$ cat config.mk
export PLATFORM = sky130hd
export DESIGN_NAME = hmc_iic_init_top
export DESIGN_NICKNAME = d
export VERILOG_FILES = /design/src/source/hmc_init_pkg.sv /design/src/source/iic_pkg.sv /design/src/source/hmc_byte_shifter.sv /design/src/source/hmc_cmd_rom.sv /design/src/source/hmc_iic_init_top.sv /design/src/source/hmc_init_fsm.sv /design/src/source/hmc_wake_timer.sv /design/src/source/iic_write_master.sv
export VERILOG_INCLUDE_DIRS = /design/src /design/src/source
export SDC_FILE = /design/constraint.sdc
export NUM_CORES = 1
export LEC_CHECK = 0
export BUFFER_PORTS_ARGS = -buffer_cell sky130_fd_sc_hd__clkbuf_2
export CAP_MARGIN = 20
export CORE_MARGIN = 4
export CORE_UTILIZATION = 60
export CTS_CLUSTER_SIZE = 20
export DETAILED_ROUTE_END_ITERATION = 8
export PLACE_DENSITY = 0.77
export SLEW_MARGIN = 20
export SYNTH_ARGS = -nofsm -noshare
export SYNTH_HDL_FRONTEND = slang
export SYNTH_SLANG_ARGS = --single-unit
$ cat constraint.sdc
create_clock -name CLK -period 8 [get_ports CLK]
set_clock_uncertainty 0.2 [all_clocks]
set_input_delay 0.4 -clock CLK [delete_from_list [all_inputs] [get_ports CLK]]
set_output_delay 0.4 -clock CLK [all_outputs]
set_load 0.1 [all_outputs]
$ cat src/source/hmc_init_macros.svh
// Bus addresses, step counts, expander words, cube register values and default timing

`ifndef HMC_INIT_MACROS_SVH
`define HMC_INIT_MACROS_SVH

// ##########################################################
// IIC slave addresses and step counts
// ##########################################################
`define HMC_CUBE_ADDR     7'h10
`define IO_EXP_BASE_ADDR  7'h20
// Config reg 0x03, P4 and P7 inputs, LED and link power-down outputs
`define IO_EXP_SETUP_WORD 16'h0397
// Output reg 0x01, P6 low lights the POST LED
`define IO_EXP_POST_WORD  16'h01BF
`define NUM_EXP_STEPS     5
`define NUM_CUBE_STEPS    13
`define NUM_POST_STEPS    5

// ##########################################################
// Cube register writes, 10G half width on links 2 and 3
// ##########################################################
`define HMC_ADDR_CONF_ADDR       32'h002C0000
`define HMC_ADDR_CONF_DATA       32'h00000002
`define HMC_RUN_LEN_L2_ADDR      32'h00260003
`define HMC_RUN_LEN_L2_DATA      32'h003C0000
`define HMC_RUN_LEN_L3_ADDR      32'h00270003
`define HMC_RUN_LEN_L3_DATA      32'h003C0000
// Retry on, limit 3, timeout 820ns, 6 IRTRY sent, 16 IRTRY received
`define HMC_RETRY_L2_ADDR        32'h000E0000
`define HMC_RETRY_L2_DATA        32'h00100657
`define HMC_RETRY_L3_ADDR        32'h000F0000
`define HMC_RETRY_L3_DATA        32'h00100657
// 219 input buffer tokens per link
`define HMC_TOKEN_L2_ADDR        32'h00060000
`define HMC_TOKEN_L2_DATA        32'h000000DB
`define HMC_TOKEN_L3_ADDR        32'h00070000
`define HMC_TOKEN_L3_DATA        32'h000000DB
// Host source link, all checks and scramblers on, error responses on
`define HMC_LINK_CFG_L2_ADDR     32'h00260000
`define HMC_LINK_CFG_L2_DATA     32'h00000FF9
`define HMC_LINK_CFG_L3_ADDR     32'h00270000
`define HMC_LINK_CFG_L3_DATA     32'h00000FF9
`define HMC_ERI_DATA_L2_ADDR     32'h002B0002
`define HMC_ERI_DATA_L2_DATA     32'h10010000
`define HMC_ERI_DATA_L3_ADDR     32'h002B0003
`define HMC_ERI_DATA_L3_DATA     32'h10010000
`define HMC_ERI_LINK_SETUP_ADDR  32'h002B0004
`define HMC_ERI_LINK_SETUP_DATA  32'h813F0005
`define HMC_ERI_INIT_CONT_ADDR   32'h002B0004
`define HMC_ERI_INIT_CONT_DATA   32'h800000FF

// System clocks per quarter SCL period and cube wake-up time
`define DEF_CLK_DIV     3900
`define DEF_WAKE_CYCLES 78000000

`endif

$ cat src/source/hmc_init_pkg.sv
// Cube register types, command word, step index, byte count and sequencer enum

package hmc_init_pkg;

  typedef logic [31:0] hmc_reg_addr_t;
  typedef logic [31:0] hmc_reg_data_t;

  // Register address in the upper half, expander words left-aligned
  typedef logic [63:0] hmc_cmd_word_t;

  // Covers expander, cube and POST steps
  typedef logic [4:0] hmc_step_t;

  // Bytes per command minus one
  typedef logic [2:0] hmc_byte_cnt_t;

  // Sequencer states
  typedef enum logic [2:0] {
    IDLE,
    LOAD,
    WAIT_BUSY,
    WAIT_DONE,
    NEXT
  } hmc_seq_state_t;

endpackage

$ cat src/source/iic_pkg.sv
// IIC address and data byte types, bit engine phase enum

package iic_pkg;

  // 7-bit slave address, R/W bit added by the bit engine
  typedef logic [6:0] iic_addr_t;

  typedef logic [7:0] iic_byte_t;

  // Bit engine phases, one per bus segment
  typedef enum logic [2:0] {
    IDLE,
    START,
    ADDR,
    ADDR_ACK,
    DATA,
    DATA_ACK,
    STOP
  } iic_phase_t;

endpackage

$ cat src/source/hmc_byte_shifter.sv
// Command word byte shifter, MSB first, with remaining byte count

`timescale 1ns/1ps

module hmc_byte_shifter
  import iic_pkg::*;
  import hmc_init_pkg::*;
(
  input  logic          CLK,
  input  logic          RST,
  input  logic          load_i,
  input  logic          shift_i,
  input  hmc_cmd_word_t word_i,
  input  hmc_byte_cnt_t nbytes_i,
  output iic_byte_t     byte_o,
  output logic          last_o
);

  hmc_cmd_word_t word_q;
  hmc_byte_cnt_t cnt_q;

  // Bytes left after the one on byte_o
  always_ff @(posedge CLK) begin
    if (RST) begin
      cnt_q <= '0;
    end else if (load_i) begin
      cnt_q <= nbytes_i;
    end else if (shift_i && cnt_q != '0) begin
      cnt_q <= cnt_q - 1'b1;
    end
  end

  always_ff @(posedge CLK) begin
    if (load_i) begin
      word_q <= word_i;
    end else if (shift_i) begin
      word_q <= {word_q[55:0], 8'h00};
    end
  end

  assign byte_o = word_q[63:56];
  assign last_o = (cnt_q == '0);

  // Sequencer must stop shifting once the final byte is presented
  a_no_overshift: assert property (@(posedge CLK) disable iff (RST)
    shift_i |-> cnt_q != '0);

endmodule

$ cat src/source/hmc_cmd_rom.sv
// Step index to slave address, command word and byte count table

`timescale 1ns/1ps
`include "hmc_init_macros.svh"

module hmc_cmd_rom
  import iic_pkg::*;
  import hmc_init_pkg::*;
(
  input  hmc_step_t     step_i,
  output iic_addr_t     slave_o,
  output hmc_cmd_word_t word_o,
  output hmc_byte_cnt_t nbytes_o
);

  localparam hmc_step_t POST_FIRST = hmc_step_t'(`NUM_EXP_STEPS + `NUM_CUBE_STEPS);

  logic          is_exp;
  logic          is_post;
  logic [1:0]    mezz;
  hmc_reg_addr_t reg_addr;
  hmc_reg_data_t reg_data;

  // Expander steps sit before and after the cube block
  assign is_post = (step_i >= POST_FIRST);
  assign is_exp  = (step_i < hmc_step_t'(`NUM_EXP_STEPS)) || is_post;

  // Mezzanine index, mezz 0 set up twice and mezz 3 lit twice
  always_comb begin
    case (step_i)
      5'd2, 5'd19:        mezz = 2'd1;
      5'd3, 5'd20:        mezz = 2'd2;
      5'd4, 5'd21, 5'd22: mezz = 2'd3;
      default:            mezz = 2'd0;
    endcase
  end

  // ##########################################################
  // Cube register sequence
  // ##########################################################
  always_comb begin
    case (step_i)
      5'd5:    {reg_addr, reg_data} = {`HMC_ADDR_CONF_ADDR, `HMC_ADDR_CONF_DATA};
      5'd6:    {reg_addr, reg_data} = {`HMC_RUN_LEN_L2_ADDR, `HMC_RUN_LEN_L2_DATA};
      5'd7:    {reg_addr, reg_data} = {`HMC_RUN_LEN_L3_ADDR, `HMC_RUN_LEN_L3_DATA};
      5'd8:    {reg_addr, reg_data} = {`HMC_RETRY_L2_ADDR, `HMC_RETRY_L2_DATA};
      5'd9:    {reg_addr, reg_data} = {`HMC_RETRY_L3_ADDR, `HMC_RETRY_L3_DATA};
      5'd10:   {reg_addr, reg_data} = {`HMC_TOKEN_L2_ADDR, `HMC_TOKEN_L2_DATA};
      5'd11:   {reg_addr, reg_data} = {`HMC_TOKEN_L3_ADDR, `HMC_TOKEN_L3_DATA};
      5'd12:   {reg_addr, reg_data} = {`HMC_LINK_CFG_L2_ADDR, `HMC_LINK_CFG_L2_DATA};
      5'd13:   {reg_addr, reg_data} = {`HMC_LINK_CFG_L3_ADDR, `HMC_LINK_CFG_L3_DATA};
      5'd14:   {reg_addr, reg_data} = {`HMC_ERI_DATA_L2_ADDR, `HMC_ERI_DATA_L2_DATA};
      5'd15:   {reg_addr, reg_data} = {`HMC_ERI_DATA_L3_ADDR, `HMC_ERI_DATA_L3_DATA};
      5'd16:   {reg_addr, reg_data} = {`HMC_ERI_LINK_SETUP_ADDR, `HMC_ERI_LINK_SETUP_DATA};
      // Last one kicks off link init in the cube
      5'd17:   {reg_addr, reg_data} = {`HMC_ERI_INIT_CONT_ADDR, `HMC_ERI_INIT_CONT_DATA};
      default: {reg_addr, reg_data} = '0;
    endcase
  end

  // Expanders take 2 bytes, the cube 8
  assign slave_o  = is_exp ? iic_addr_t'(`IO_EXP_BASE_ADDR + {5'd0, mezz}) : `HMC_CUBE_ADDR;
  assign nbytes_o = is_exp ? hmc_byte_cnt_t'(1) : hmc_byte_cnt_t'(7);

  always_comb begin
    if (!is_exp)
      word_o = {reg_addr, reg_data};
    else if (is_post)
      word_o = {`IO_EXP_POST_WORD, 48'd0};
    else
      word_o = {`IO_EXP_SETUP_WORD, 48'd0};
  end

endmodule

$ cat src/source/hmc_iic_init_top.sv
// HMC power-up initializer top level, sequencer, table, shifter, timer and IIC master

`timescale 1ns/1ps
`include "hmc_init_macros.svh"

module hmc_iic_init_top
  import iic_pkg::*;
  import hmc_init_pkg::*;
#(
  parameter int CLK_DIV     = `DEF_CLK_DIV,
  parameter int WAKE_CYCLES = `DEF_WAKE_CYCLES
) (
  input  logic CLK,
  input  logic RST,
  input  logic hmc_post_done_i,
  input  logic scl_i,
  input  logic sda_i,
  output logic scl_o,
  output logic sda_o,
  output logic hmc_reset_o,
  output logic init_done_o,
  output logic post_done_latch_o,
  output logic iic_busy_o,
  output logic iic_ack_err_o
);

  hmc_step_t     step;
  iic_addr_t     slave;
  hmc_cmd_word_t word;
  hmc_byte_cnt_t nbytes;
  iic_byte_t     cur_byte;
  logic          load;
  logic          shift;
  logic          last;
  logic          iic_ena;
  logic          mst_busy;
  logic          wake_ok;

  hmc_init_fsm u_fsm (
    .CLK               (CLK),
    .RST               (RST),
    .hmc_post_done_i   (hmc_post_done_i),
    .wake_ok_i         (wake_ok),
    .iic_busy_i        (mst_busy),
    .last_i            (last),
    .step_o            (step),
    .load_o            (load),
    .shift_o           (shift),
    .iic_ena_o         (iic_ena),
    .hmc_reset_o       (hmc_reset_o),
    .init_done_o       (init_done_o),
    .post_done_latch_o (post_done_latch_o),
    .seq_busy_o        (iic_busy_o)
  );

  // Wake time runs from cube reset release
  hmc_wake_timer #(
    .WAKE_CYCLES (WAKE_CYCLES)
  ) u_wake (
    .CLK             (CLK),
    .RST             (RST),
    .cube_released_i (!hmc_reset_o),
    .wake_ok_o       (wake_ok)
  );

  hmc_cmd_rom u_rom (
    .step_i   (step),
    .slave_o  (slave),
    .word_o   (word),
    .nbytes_o (nbytes)
  );

  hmc_byte_shifter u_shift (
    .CLK      (CLK),
    .RST      (RST),
    .load_i   (load),
    .shift_i  (shift),
    .word_i   (word),
    .nbytes_i (nbytes),
    .byte_o   (cur_byte),
    .last_o   (last)
  );

  // Open-drain style, 1 on scl_o or sda_o releases the line
  iic_write_master #(
    .CLK_DIV (CLK_DIV)
  ) u_iic (
    .CLK       (CLK),
    .RST       (RST),
    .ena_i     (iic_ena),
    .addr_i    (slave),
    .byte_i    (cur_byte),
    .scl_i     (scl_i),
    .sda_i     (sda_i),
    .busy_o    (mst_busy),
    .ack_err_o (iic_ack_err_o),
    .scl_o     (scl_o),
    .sda_o     (sda_o)
  );

endmodule

$ cat src/source/hmc_init_fsm.sv
// Init sequencer FSM with step counter, POST-done synchronizer and status flags

`timescale 1ns/1ps
`include "hmc_init_macros.svh"

module hmc_init_fsm
  import hmc_init_pkg::*;
(
  input  logic      CLK,
  input  logic      RST,
  input  logic      hmc_post_done_i,
  input  logic      wake_ok_i,
  input  logic      iic_busy_i,
  input  logic      last_i,
  output hmc_step_t step_o,
  output logic      load_o,
  output logic      shift_o,
  output logic      iic_ena_o,
  output logic      hmc_reset_o,
  output logic      init_done_o,
  output logic      post_done_latch_o,
  output logic      seq_busy_o
);

  localparam hmc_step_t INIT_STEPS   = hmc_step_t'(`NUM_EXP_STEPS + `NUM_CUBE_STEPS);
  localparam hmc_step_t ALL_STEPS    = hmc_step_t'(INIT_STEPS + `NUM_POST_STEPS);
  localparam hmc_step_t RELEASE_STEP = hmc_step_t'(`NUM_EXP_STEPS - 1);
  localparam hmc_step_t LAST_STEP    = hmc_step_t'(ALL_STEPS - 1);

  hmc_seq_state_t state_q;
  hmc_step_t      step_q;
  hmc_step_t      limit;
  logic           ena_q;
  logic           miss_q;
  logic           all_sent_q;
  logic           reset_q;
  logic           done_q;
  logic           post_ext_q;
  logic           latch_arm_q;
  logic           latch_q;
  logic [2:0]     post_q;
  logic           post_edge;

  // Two sync flops, third one for the edge, only the first edge counts
  assign post_edge = post_q[1] && !post_q[2] && !post_ext_q;
  assign limit     = post_ext_q ? ALL_STEPS : INIT_STEPS;

  // ##########################################################
  // Sequencer
  // ##########################################################
  always_ff @(posedge CLK) begin
    if (RST) begin
      state_q     <= IDLE;
      step_q      <= '0;
      ena_q       <= 1'b0;
      miss_q      <= 1'b0;
      all_sent_q  <= 1'b0;
      reset_q     <= 1'b1;
      done_q      <= 1'b0;
      post_ext_q  <= 1'b0;
      latch_arm_q <= 1'b0;
      latch_q     <= 1'b0;
      post_q      <= '0;
    end else begin
      post_q  <= {post_q[1:0], hmc_post_done_i};
      latch_q <= latch_arm_q;
      if (post_edge) begin
        post_ext_q <= 1'b1;
      end
      case (state_q)
        IDLE: begin
          if (wake_ok_i) begin
            if (step_q < limit && !all_sent_q) begin
              state_q <= LOAD;
            end else begin
              done_q <= 1'b1;
            end
          end
        end
        // Shifter loads now, first byte offered next cycle
        LOAD: begin
          ena_q   <= 1'b1;
          miss_q  <= 1'b0;
          state_q <= WAIT_BUSY;
          if (step_q == RELEASE_STEP) begin
            reset_q <= 1'b0;
          end
          if (step_q == LAST_STEP) begin
            latch_arm_q <= 1'b1;
          end
        end
        // Byte accepted: queue the next one or mark this as last
        WAIT_BUSY: begin
          if (iic_busy_i) begin
            if (last_i) begin
              ena_q <= 1'b0;
            end
            state_q <= WAIT_DONE;
          end else if (miss_q) begin
            // Master ended early on a NACK and will not restart
            ena_q   <= 1'b0;
            state_q <= NEXT;
          end else begin
            miss_q <= 1'b1;
          end
        end
        WAIT_DONE: begin
          if (!iic_busy_i) begin
            miss_q  <= 1'b0;
            state_q <= ena_q ? WAIT_BUSY : NEXT;
          end
        end
        NEXT: begin
          if (step_q == LAST_STEP) begin
            all_sent_q <= 1'b1;
          end else begin
            step_q <= step_q + 1'b1;
          end
          state_q <= IDLE;
        end
        default: state_q <= IDLE;
      endcase
    end
  end

  assign step_o            = step_q;
  assign load_o            = (state_q == LOAD);
  assign shift_o           = (state_q == WAIT_BUSY) && iic_busy_i && !last_i;
  assign iic_ena_o         = ena_q;
  assign hmc_reset_o       = reset_q;
  assign init_done_o       = done_q;
  assign post_done_latch_o = latch_q;
  assign seq_busy_o        = (state_q != IDLE);

  // Master would start a stray transfer if ENA were left up between steps
  a_no_ena_idle: assert property (@(posedge CLK) disable iff (RST)
    (state_q == IDLE) |-> !ena_q);

  a_step_range: assert property (@(posedge CLK) disable iff (RST)
    step_q < ALL_STEPS);

endmodule

$ cat src/source/hmc_wake_timer.sv
// Cube wake-up counter with pre- and post-release thresholds

`timescale 1ns/1ps
`include "hmc_init_macros.svh"

module hmc_wake_timer #(
  parameter int WAKE_CYCLES = `DEF_WAKE_CYCLES
) (
  input  logic CLK,
  input  logic RST,
  input  logic cube_released_i,
  output logic wake_ok_o
);

  logic [31:0] cnt_q;
  logic [31:0] threshold;
  logic        released_q;

  // Short wait while the cube is held, full wake time after release
  assign threshold = released_q ? 32'(WAKE_CYCLES) : 32'd1;

  always_ff @(posedge CLK) begin
    if (RST) begin
      cnt_q      <= '0;
      released_q <= 1'b0;
    end else begin
      released_q <= cube_released_i;
      // Restart on release so the wake time counts from there
      if (cube_released_i && !released_q) begin
        cnt_q <= '0;
      end else if (cnt_q != '1) begin
        cnt_q <= cnt_q + 1'b1;
      end
    end
  end

  assign wake_ok_o = (cnt_q > threshold);

endmodule

$ cat src/source/iic_write_master.sv
// Write-only IIC bit engine with START, address, data, STOP and ACK check

`timescale 1ns/1ps
`include "hmc_init_macros.svh"

module iic_write_master
  import iic_pkg::*;
#(
  parameter int CLK_DIV = `DEF_CLK_DIV
) (
  input  logic      CLK,
  input  logic      RST,
  input  logic      ena_i,
  input  iic_addr_t addr_i,
  input  iic_byte_t byte_i,
  input  logic      scl_i,
  input  logic      sda_i,
  output logic      busy_o,
  output logic      ack_err_o,
  output logic      scl_o,
  output logic      sda_o
);

  localparam int DIV_W = $clog2(CLK_DIV + 1);

  iic_phase_t       phase_q;
  logic [DIV_W-1:0] div_q;
  logic [1:0]       qtr_q;
  logic [2:0]       bit_q;
  iic_addr_t        addr_q;
  iic_byte_t        byte_q;
  iic_byte_t        sh_q;
  logic             nack_q;
  logic             hold_q;
  logic             busy_q;
  logic             ack_err_q;
  logic             start;
  logic             stretch;
  logic             tick;

  // After a NACK, wait for ENA to drop before the next transfer
  assign start   = (phase_q == IDLE) && ena_i && !hold_q;
  // A slave holding SCL low stalls the divider
  assign stretch = scl_o && !scl_i;
  assign tick    = (phase_q != IDLE) && !stretch && (div_q == DIV_W'(CLK_DIV - 1));

  always_ff @(posedge CLK) begin
    if (RST || phase_q == IDLE || tick) begin
      div_q <= '0;
    end else if (!stretch) begin
      div_q <= div_q + 1'b1;
    end
  end

  // ##########################################################
  // Bus waveform, one bit is four quarters: low, high, high, low
  // ##########################################################
  always_comb begin
    scl_o = 1'b1;
    sda_o = 1'b1;
    case (phase_q)
      START: begin
        scl_o = (qtr_q != 2'd3);
        sda_o = (qtr_q == 2'd0);
      end
      ADDR, DATA: begin
        scl_o = qtr_q inside {2'd1, 2'd2};
        sda_o = sh_q[7];
      end
      // SDA released for the slave ACK
      ADDR_ACK, DATA_ACK: scl_o = qtr_q inside {2'd1, 2'd2};
      STOP: begin
        scl_o = (qtr_q != 2'd0);
        sda_o = (qtr_q >= 2'd2);
      end
      default: ;
    endcase
  end

  // ##########################################################
  // Phase control
  // ##########################################################
  always_ff @(posedge CLK) begin
    if (RST) begin
      phase_q   <= IDLE;
      qtr_q     <= '0;
      bit_q     <= '0;
      nack_q    <= 1'b0;
      hold_q    <= 1'b0;
      busy_q    <= 1'b0;
      ack_err_q <= 1'b0;
    end else begin
      if (!ena_i) begin
        hold_q <= 1'b0;
      end
      if (phase_q == IDLE) begin
        qtr_q <= '0;
        if (start) begin
          phase_q   <= START;
          busy_q    <= 1'b1;
          ack_err_q <= 1'b0;
        end
      end else begin
        // Busy comes back after the one-cycle drop between bytes
        busy_q <= 1'b1;
        if (tick) begin
          qtr_q <= qtr_q + 1'b1;
          // ACK sampled at the end of the first high quarter
          if (qtr_q == 2'd1) begin
            nack_q <= sda_i;
          end
          if (qtr_q == 2'd3) begin
            case (phase_q)
              START: begin
                phase_q <= ADDR;
                bit_q   <= 3'd7;
              end
              ADDR, DATA: begin
                bit_q <= bit_q - 1'b1;
                if (bit_q == 3'd0) begin
                  phase_q <= (phase_q == ADDR) ? ADDR_ACK : DATA_ACK;
                end
              end
              ADDR_ACK, DATA_ACK: begin
                bit_q <= 3'd7;
                if (nack_q) begin
                  ack_err_q <= 1'b1;
                  hold_q    <= 1'b1;
                  phase_q   <= STOP;
                end else if (phase_q == ADDR_ACK) begin
                  phase_q <= DATA;
                end else if (ena_i) begin
                  // Next byte taken from byte_i on this edge
                  phase_q <= DATA;
                  busy_q  <= 1'b0;
                end else begin
                  phase_q <= STOP;
                end
              end
              default: begin
                phase_q <= IDLE;
                busy_q  <= 1'b0;
              end
            endcase
          end
        end
      end
    end
  end

  // Address and data payload
  always_ff @(posedge CLK) begin
    if (start) begin
      addr_q <= addr_i;
      byte_q <= byte_i;
    end
    if (tick && qtr_q == 2'd3) begin
      case (phase_q)
        START:      sh_q <= {addr_q, 1'b0};
        ADDR, DATA: sh_q <= {sh_q[6:0], 1'b0};
        ADDR_ACK:   sh_q <= byte_q;
        DATA_ACK:   sh_q <= byte_i;
        default:    ;
      endcase
    end
  end

  assign busy_o    = busy_q;
  assign ack_err_o = ack_err_q;

  // Data changes with SCL high would be seen as START or STOP by the slave
  a_sda_scl_low: assert property (@(posedge CLK) disable iff (RST)
    (phase_q inside {ADDR, ADDR_ACK, DATA, DATA_ACK} && $changed(sda_o)) |-> !scl_o);

endmodule

---- Word level (Yosys, flattened, before mapping) ----
Memories as Yosys holds them, arrays and structs flattened. A register that Yosys moved wholly into a read port is not among the register bits.
Cells that the tools add are included.
word-level totals
  flip-flop bits (word level) ............. 166
  memory bits (read-only) ................. 928
  bits of input ports ..................... 5
  output and inout bits ................... 7
  word-level logic and storage cells ...... 201
  memories kept ........................... 1
memory list
  memory            words  width  rd ports  clocked after Yosys merged registers in  wr ports  RTL line           source
  (name not given)  32     29     1         1                                        0         hmc_cmd_rom.sv:42  case (step_i)
operators by class
  $add $sub $neg .......................... 7
  magnitude comparators ................... 5
  equal/unequal tests ..................... 31
  muxes and demuxes ....................... 60
  bitwise logic cells ..................... 3
  reduce and logical (&&, ||, !) cells .... 68
operators by type and width
  cell                                           count
  two-way mux 64 bit                             3
  two-way mux 58 bit                             1
  two-way mux 3 bit                              18
  adder 32 x 1 -> 32 bit, second input constant  1
  greater-than comparator 32 bit                 1
  != test 32 bit, second input constant          1
  one-hot mux 8 bit (4 select lines)             1
  two-way mux 27 bit                             1
  two-way mux 1 bit                              24
  == test 5 bit, second input constant           4
  nonzero test 2 bit                             10
  logical AND 1 bit                              13
  adder 12 x 1 -> 12 bit, second input constant  1
  == test 12 bit, second input constant          1
  == test 3 x 2 -> 1 bit, second input constant  4
  == test 3 bit, second input constant           4
  logical NOT 3 bit                              4
  one-hot mux 3 bit (4 select lines)             1
  AND reduction 3 bit                            4
  AND reduction 4 bit                            3
  nonzero test 3 bit                             4
  OR reduction 2 bit                             6
  == test 5 x 2 -> 1 bit, second input constant  2
  two-way mux 5 bit                              2
  other kinds (31)                               60

---- Logic depth before layout (Yosys ltp) ----
  depth in word-level cells ............... 9
  gate-level depth with buffers ........... 10
  depth with buffers taken out ............ 10

---- By module ----
A second synthesis with hierarchy kept.
second synthesis, totals
  cell total of the unflattened synthesis .. 889
  area, all modules ....................... 9232.6 um^2
by module, submodules not included
  module            instances  cells each  area an instance (um^2)  seq. area each (um^2)
  hmc_byte_shifter  1          166         2901.5                   1981.9
  iic_write_master  1          236         2359.8                   1171.1
  hmc_wake_timer    1          247         2087.0                   660.6
  hmc_cmd_rom       1          135         970.9                    0.0
  hmc_init_fsm      1          104         909.6                    380.4
  hmc_iic_init_top  1          1           3.8                      0.0

---- Worst setup path before layout ----
Ideal clock, no wire load.
  path type ............................... reg-to-reg
  start point ............................. register u_shift.cnt_q[0]
  end point ............................... register u_shift.cnt_q[2]
  library setup time ...................... 0.128 ns
  data arrival time ....................... 4.532 ns
  data required time ...................... 7.672 ns
  setup slack ............................. 3.141 ns
  cell stages (with the launch flop) ...... 10
  path buffers ............................ 0
  clock period less this slack ............ 4.859 ns
  cell sequence ........................... dfxtp_1 inv_1 ha_1 ha_1 nor2_1 nand3_1 a21oi_1 nand2_1 o22ai_1 nor2_1
between the ends
  longest elaborated chain between the ends .. 5
  elaborated cells on any way between the ends .. 9
  those cells by class .................... add/sub: 1; mux: 2; reduce/logical: 6
RTL lines
  what                                                               RTL line                source
  start: declaration                                                 hmc_byte_shifter.sv:20  hmc_byte_cnt_t cnt_q;
  start signal: assignment                                           hmc_byte_shifter.sv:27  cnt_q <= nbytes_i;
  start signal: assignment                                           hmc_byte_shifter.sv:29  cnt_q <= cnt_q - 1'b1;
  branches (longest 5 deep; another with subtractor 3 x 1 -> 3 bit)  --
Parallel ways; which one is timed is not known. The select of a mux whose other input is x is not followed.
A chain may end at the register's enable or synchronous reset.

---- Worst setup path after layout ----
  start point ............................. register u_iic.phase_q[0]
  end point ............................... output scl_o
between the ends
  longest elaborated chain between the ends .. 3
  elaborated cells on any way between the ends .. 8
  those cells by class .................... eq/ne: 6; mux: 1; reduce/logical: 1
RTL lines
  what                                                            RTL line                 source
  start: declaration                                              iic_write_master.sv:26   iic_phase_t phase_q;
  start signal: assignment                                        iic_write_master.sv:121  phase_q <= (phase_q == ADDR) ? ADDR_ACK : DATA_ACK;
  == test 3 bit / == test 3 x 2 -> 1 bit (equally long branches)  iic_write_master.sv:61   case (phase_q)
  OR reduction 4 bit (no source line)                             --
  one-hot mux 1 bit (3 select lines) *                            iic_write_master.sv:61
  end: declaration                                                hmc_iic_init_top.sv:18   output logic scl_o,
Mark *: on every way between the ends. The rest lies on a longest branch, timed or not.

==> out/metrics.yaml <==
status: "finished clean"
drt-pass1-iter-count: 7
worstSetupPathType: "reg -> out"
die_h_um: 126
dieArea_sq_um: 15800
hpwlAfterDp_mm: 10.4
via_per_inst: 5.80
tns_ns: 0
cp-start-kind: "flop"
rsz0062_at_grt: "false"
critical_path.max_fanout: 26
synth_edf_count: 81
max-cap-violations: 0
end_kind: "primary output"
htreeDepth: 4
drc: 0
synth_nets: 857
post_cts_buffers: 0
p_per_area_nw_per_um2: 299
grt_overflow: 0
grt_pass1_wl_mm: 26.6
finalSetupViolations: 0
cts_tree: "done"
initial_utilization: 0.621
insertion_delay_ns: 0.42
ys_ff_latch: 181
yosys.cell_types.count: 67
max_freq_mhz: 318
areaGrowthSynthToFinish_pct: 9.09
hold_buffers: 1
hold-worst-slack_ns: 0.0220
worstHoldPathType: "in -> reg"
cts.clk_slew.worst_paths_ns: 0.07
numPortBuffers: 11
tightest_slew_ns: 1.04
antenna_found_initial: 0
synth_top_flop_cell: "dfxtp_1"
grt_pass1_vias: 5706
synthArstFlopShare: 0
final_layout_size_suffix_gt1_frac: 0.0747
met1Wirelength_mm: 6.91
vias: 5836
wirelength_mm: 15.3
diodes: 0
wl_met3_um: 545
min_period_ns: 3.14
fin_crit_sh: 0.393
antenna_left: 0
clock_sinks: 181
finalHoldViolations: 0
routed.top_layer: "met4"
final_nets: 852
root_buffer: "clkbuf_16"
die_w_um: 126
crit_required_ns: 7.40
ios: 12
met2_length_mm: 7.67
ys_warn_count: 0
p_total_mw: 2.72
seq_area_frac_synth: 0.532
clk_path_buf_depth: 2
cts_buffers: 17
drtIter0Drc: 457
cts_resized: 0
synth_cells: 822
maxSlewHeadroom: 0.303
grt_max_degree: 65
syn_avg_cell_area_sq_um: 10.1
netlist_area_sq_um: 8330
postLayoutCoreUtil: 0.678
place.gp.congestion: 0.840
max-vdd-ir-drop_mv: 0.186
rows: 42
power.leakage_nw: 3.40
routedWlPerCell_um: 15.2
grt_util_all_layers: 0.202
arrival_ns: 2.54
core_sq_um: 13400
slew_viol_final: 0
-- metal layers --
| metal | vias up | track usage |
|---|---|---|
| li1 | 2915 | - |
| met1 | 2787 | 0.261 |
| met2 | 115 | 0.340 |
| met3 | 19 | 0.0483 |
| met4 | 0 | 0.0587 |
| met5 | - | 0 |
-- cells in the final DEF (no fill, tap or decap), drive strengths merged, types with 5 or more instances in the layout --
master    instances
dfxtp           100
nand4            18
nor2b            11
and2             36
and3             16
nand2            69
nand4b            5
or3               8
mux2i             9
nor2            103
a21oi            28
clkbuf           31
nand3            23
a22o             21
edfxtp           81
nand2b            8
xnor2            18
inv              37
a31oi             5
a22oi             5
xor2             26
nor3             25
clkinvlp          5
o21ai            20
ha               30
a21o              5
nor4             12
-- path summary, 6_finish.rpt --
| path | start | to | slack [ns] | depth (start not counted) |
|---|---|---|---|---|
| min reg2reg | u_fsm.init_done_o$_SDFFE_PP0P_ | u_fsm.init_done_o$_SDFFE_PP0P_ | 0.25 | 2 |
| max reg2reg | u_fsm.state_q[0]$_SDFFE_PP0P_ | u_shift.word_q[19]$_DFFE_PP_ | 4.87 | 5 |
| max | u_iic.phase_q[0]$_SDFFE_PP0P_ | scl_o | 4.86 | 4 |
| min | sda_i | u_iic.nack_q$_SDFFE_PP0P_ | 0.02 | 3 |
-- per-stage QoR --
stage,setup WS (ns),cell area (sq um),cells
after global routing,4.58,9080,1006
after detailed placement,4.88,8480,973
after floorplan,3.14,8330,822
final,4.86,9080,1006
after CTS,4.85,9080,1006
after global placement,5.00,8480,973
-- critical path, stage by stage (launching register included) --
cell      delay, ns
dfxtp_1        0.84
a21oi_1        0.13
a211oi_1       0.60
nor2_1         0.13
clkbuf_2       0.40
-- cell type report --
cell class / count / area, sq um
Clock buffer: 20 / 437
Clock inverter: 12 / 154
Fill cell: 1009 / 4320
Inverter: 35 / 131
Multi-Input combinational cell: 567 / 3620
Sequential cell: 181 / 4430
Tap cell: 176 / 220
Timing Repair Buffer: 15 / 87.6
-- synthesized netlist by cell type, types with 8 or more instances --
cell type,count,share of area
xor2_1,25,0.026
nor4_1,10,0.0075
a21oi_1,27,0.016
nand2b_1,8,0.0060
and3_1,16,0.012
nor2_1,102,0.046
mux2i_1,9,0.011
buf_2,8,0.0048
and2_1,36,0.027
ha_1,30,0.045
dfxtp_1,100,0.24
o21ai_0,20,0.012
nor2b_1,11,0.0083
or3_1,8,0.0060
xnor2_1,18,0.019
nand3_1,23,0.014
inv_1,35,0.016
nor3_1,25,0.015
edfxtp_1,81,0.29
a22o_1,21,0.022
nand2_1,69,0.031
nand4_1,18,0.014
clkbuf_1,29,0.013
-- state kept, by name (all words and copies together) (netlist names), 3 cells and up, named ones only --
signal,count
u_shift.word_q,61
u_wake.cnt_q,32
u_rom.reg_data,13
u_iic.div_q,12
u_iic.byte_q,8
u_iic.sh_q,8
u_rom.reg_addr,8
u_fsm.step_o,5
u_iic.addr_q,4
u_fsm.post_q,3
u_fsm.state_q,3
u_iic.bit_q,3
u_shift.cnt_q,3
-- cells by family (layout without fill, tap and decap cells) --
group / count (synthesis) / after routing / synth area share
buffers and inverters: 74 / 82 / 0.0355
AOI/OAI and AO/OA: 123 / 123 / 0.103
adders and majority gates: 30 / 30 / 0.0451
xor gates and xnor gates: 44 / 44 / 0.0472
DFF: 181 / 181 / 0.532
and+or+nand+nor: 361 / 361 / 0.226
muxes: 9 / 9 / 0.0108
-- where the power goes --
group	leakage, nW	internal (mW)	switching (mW)
logic	1.57	0.194	0.352
registers	1.56	1.24	0.0935
clock network	0.271	0.492	0.344
(Power assumes the default switching activity.)
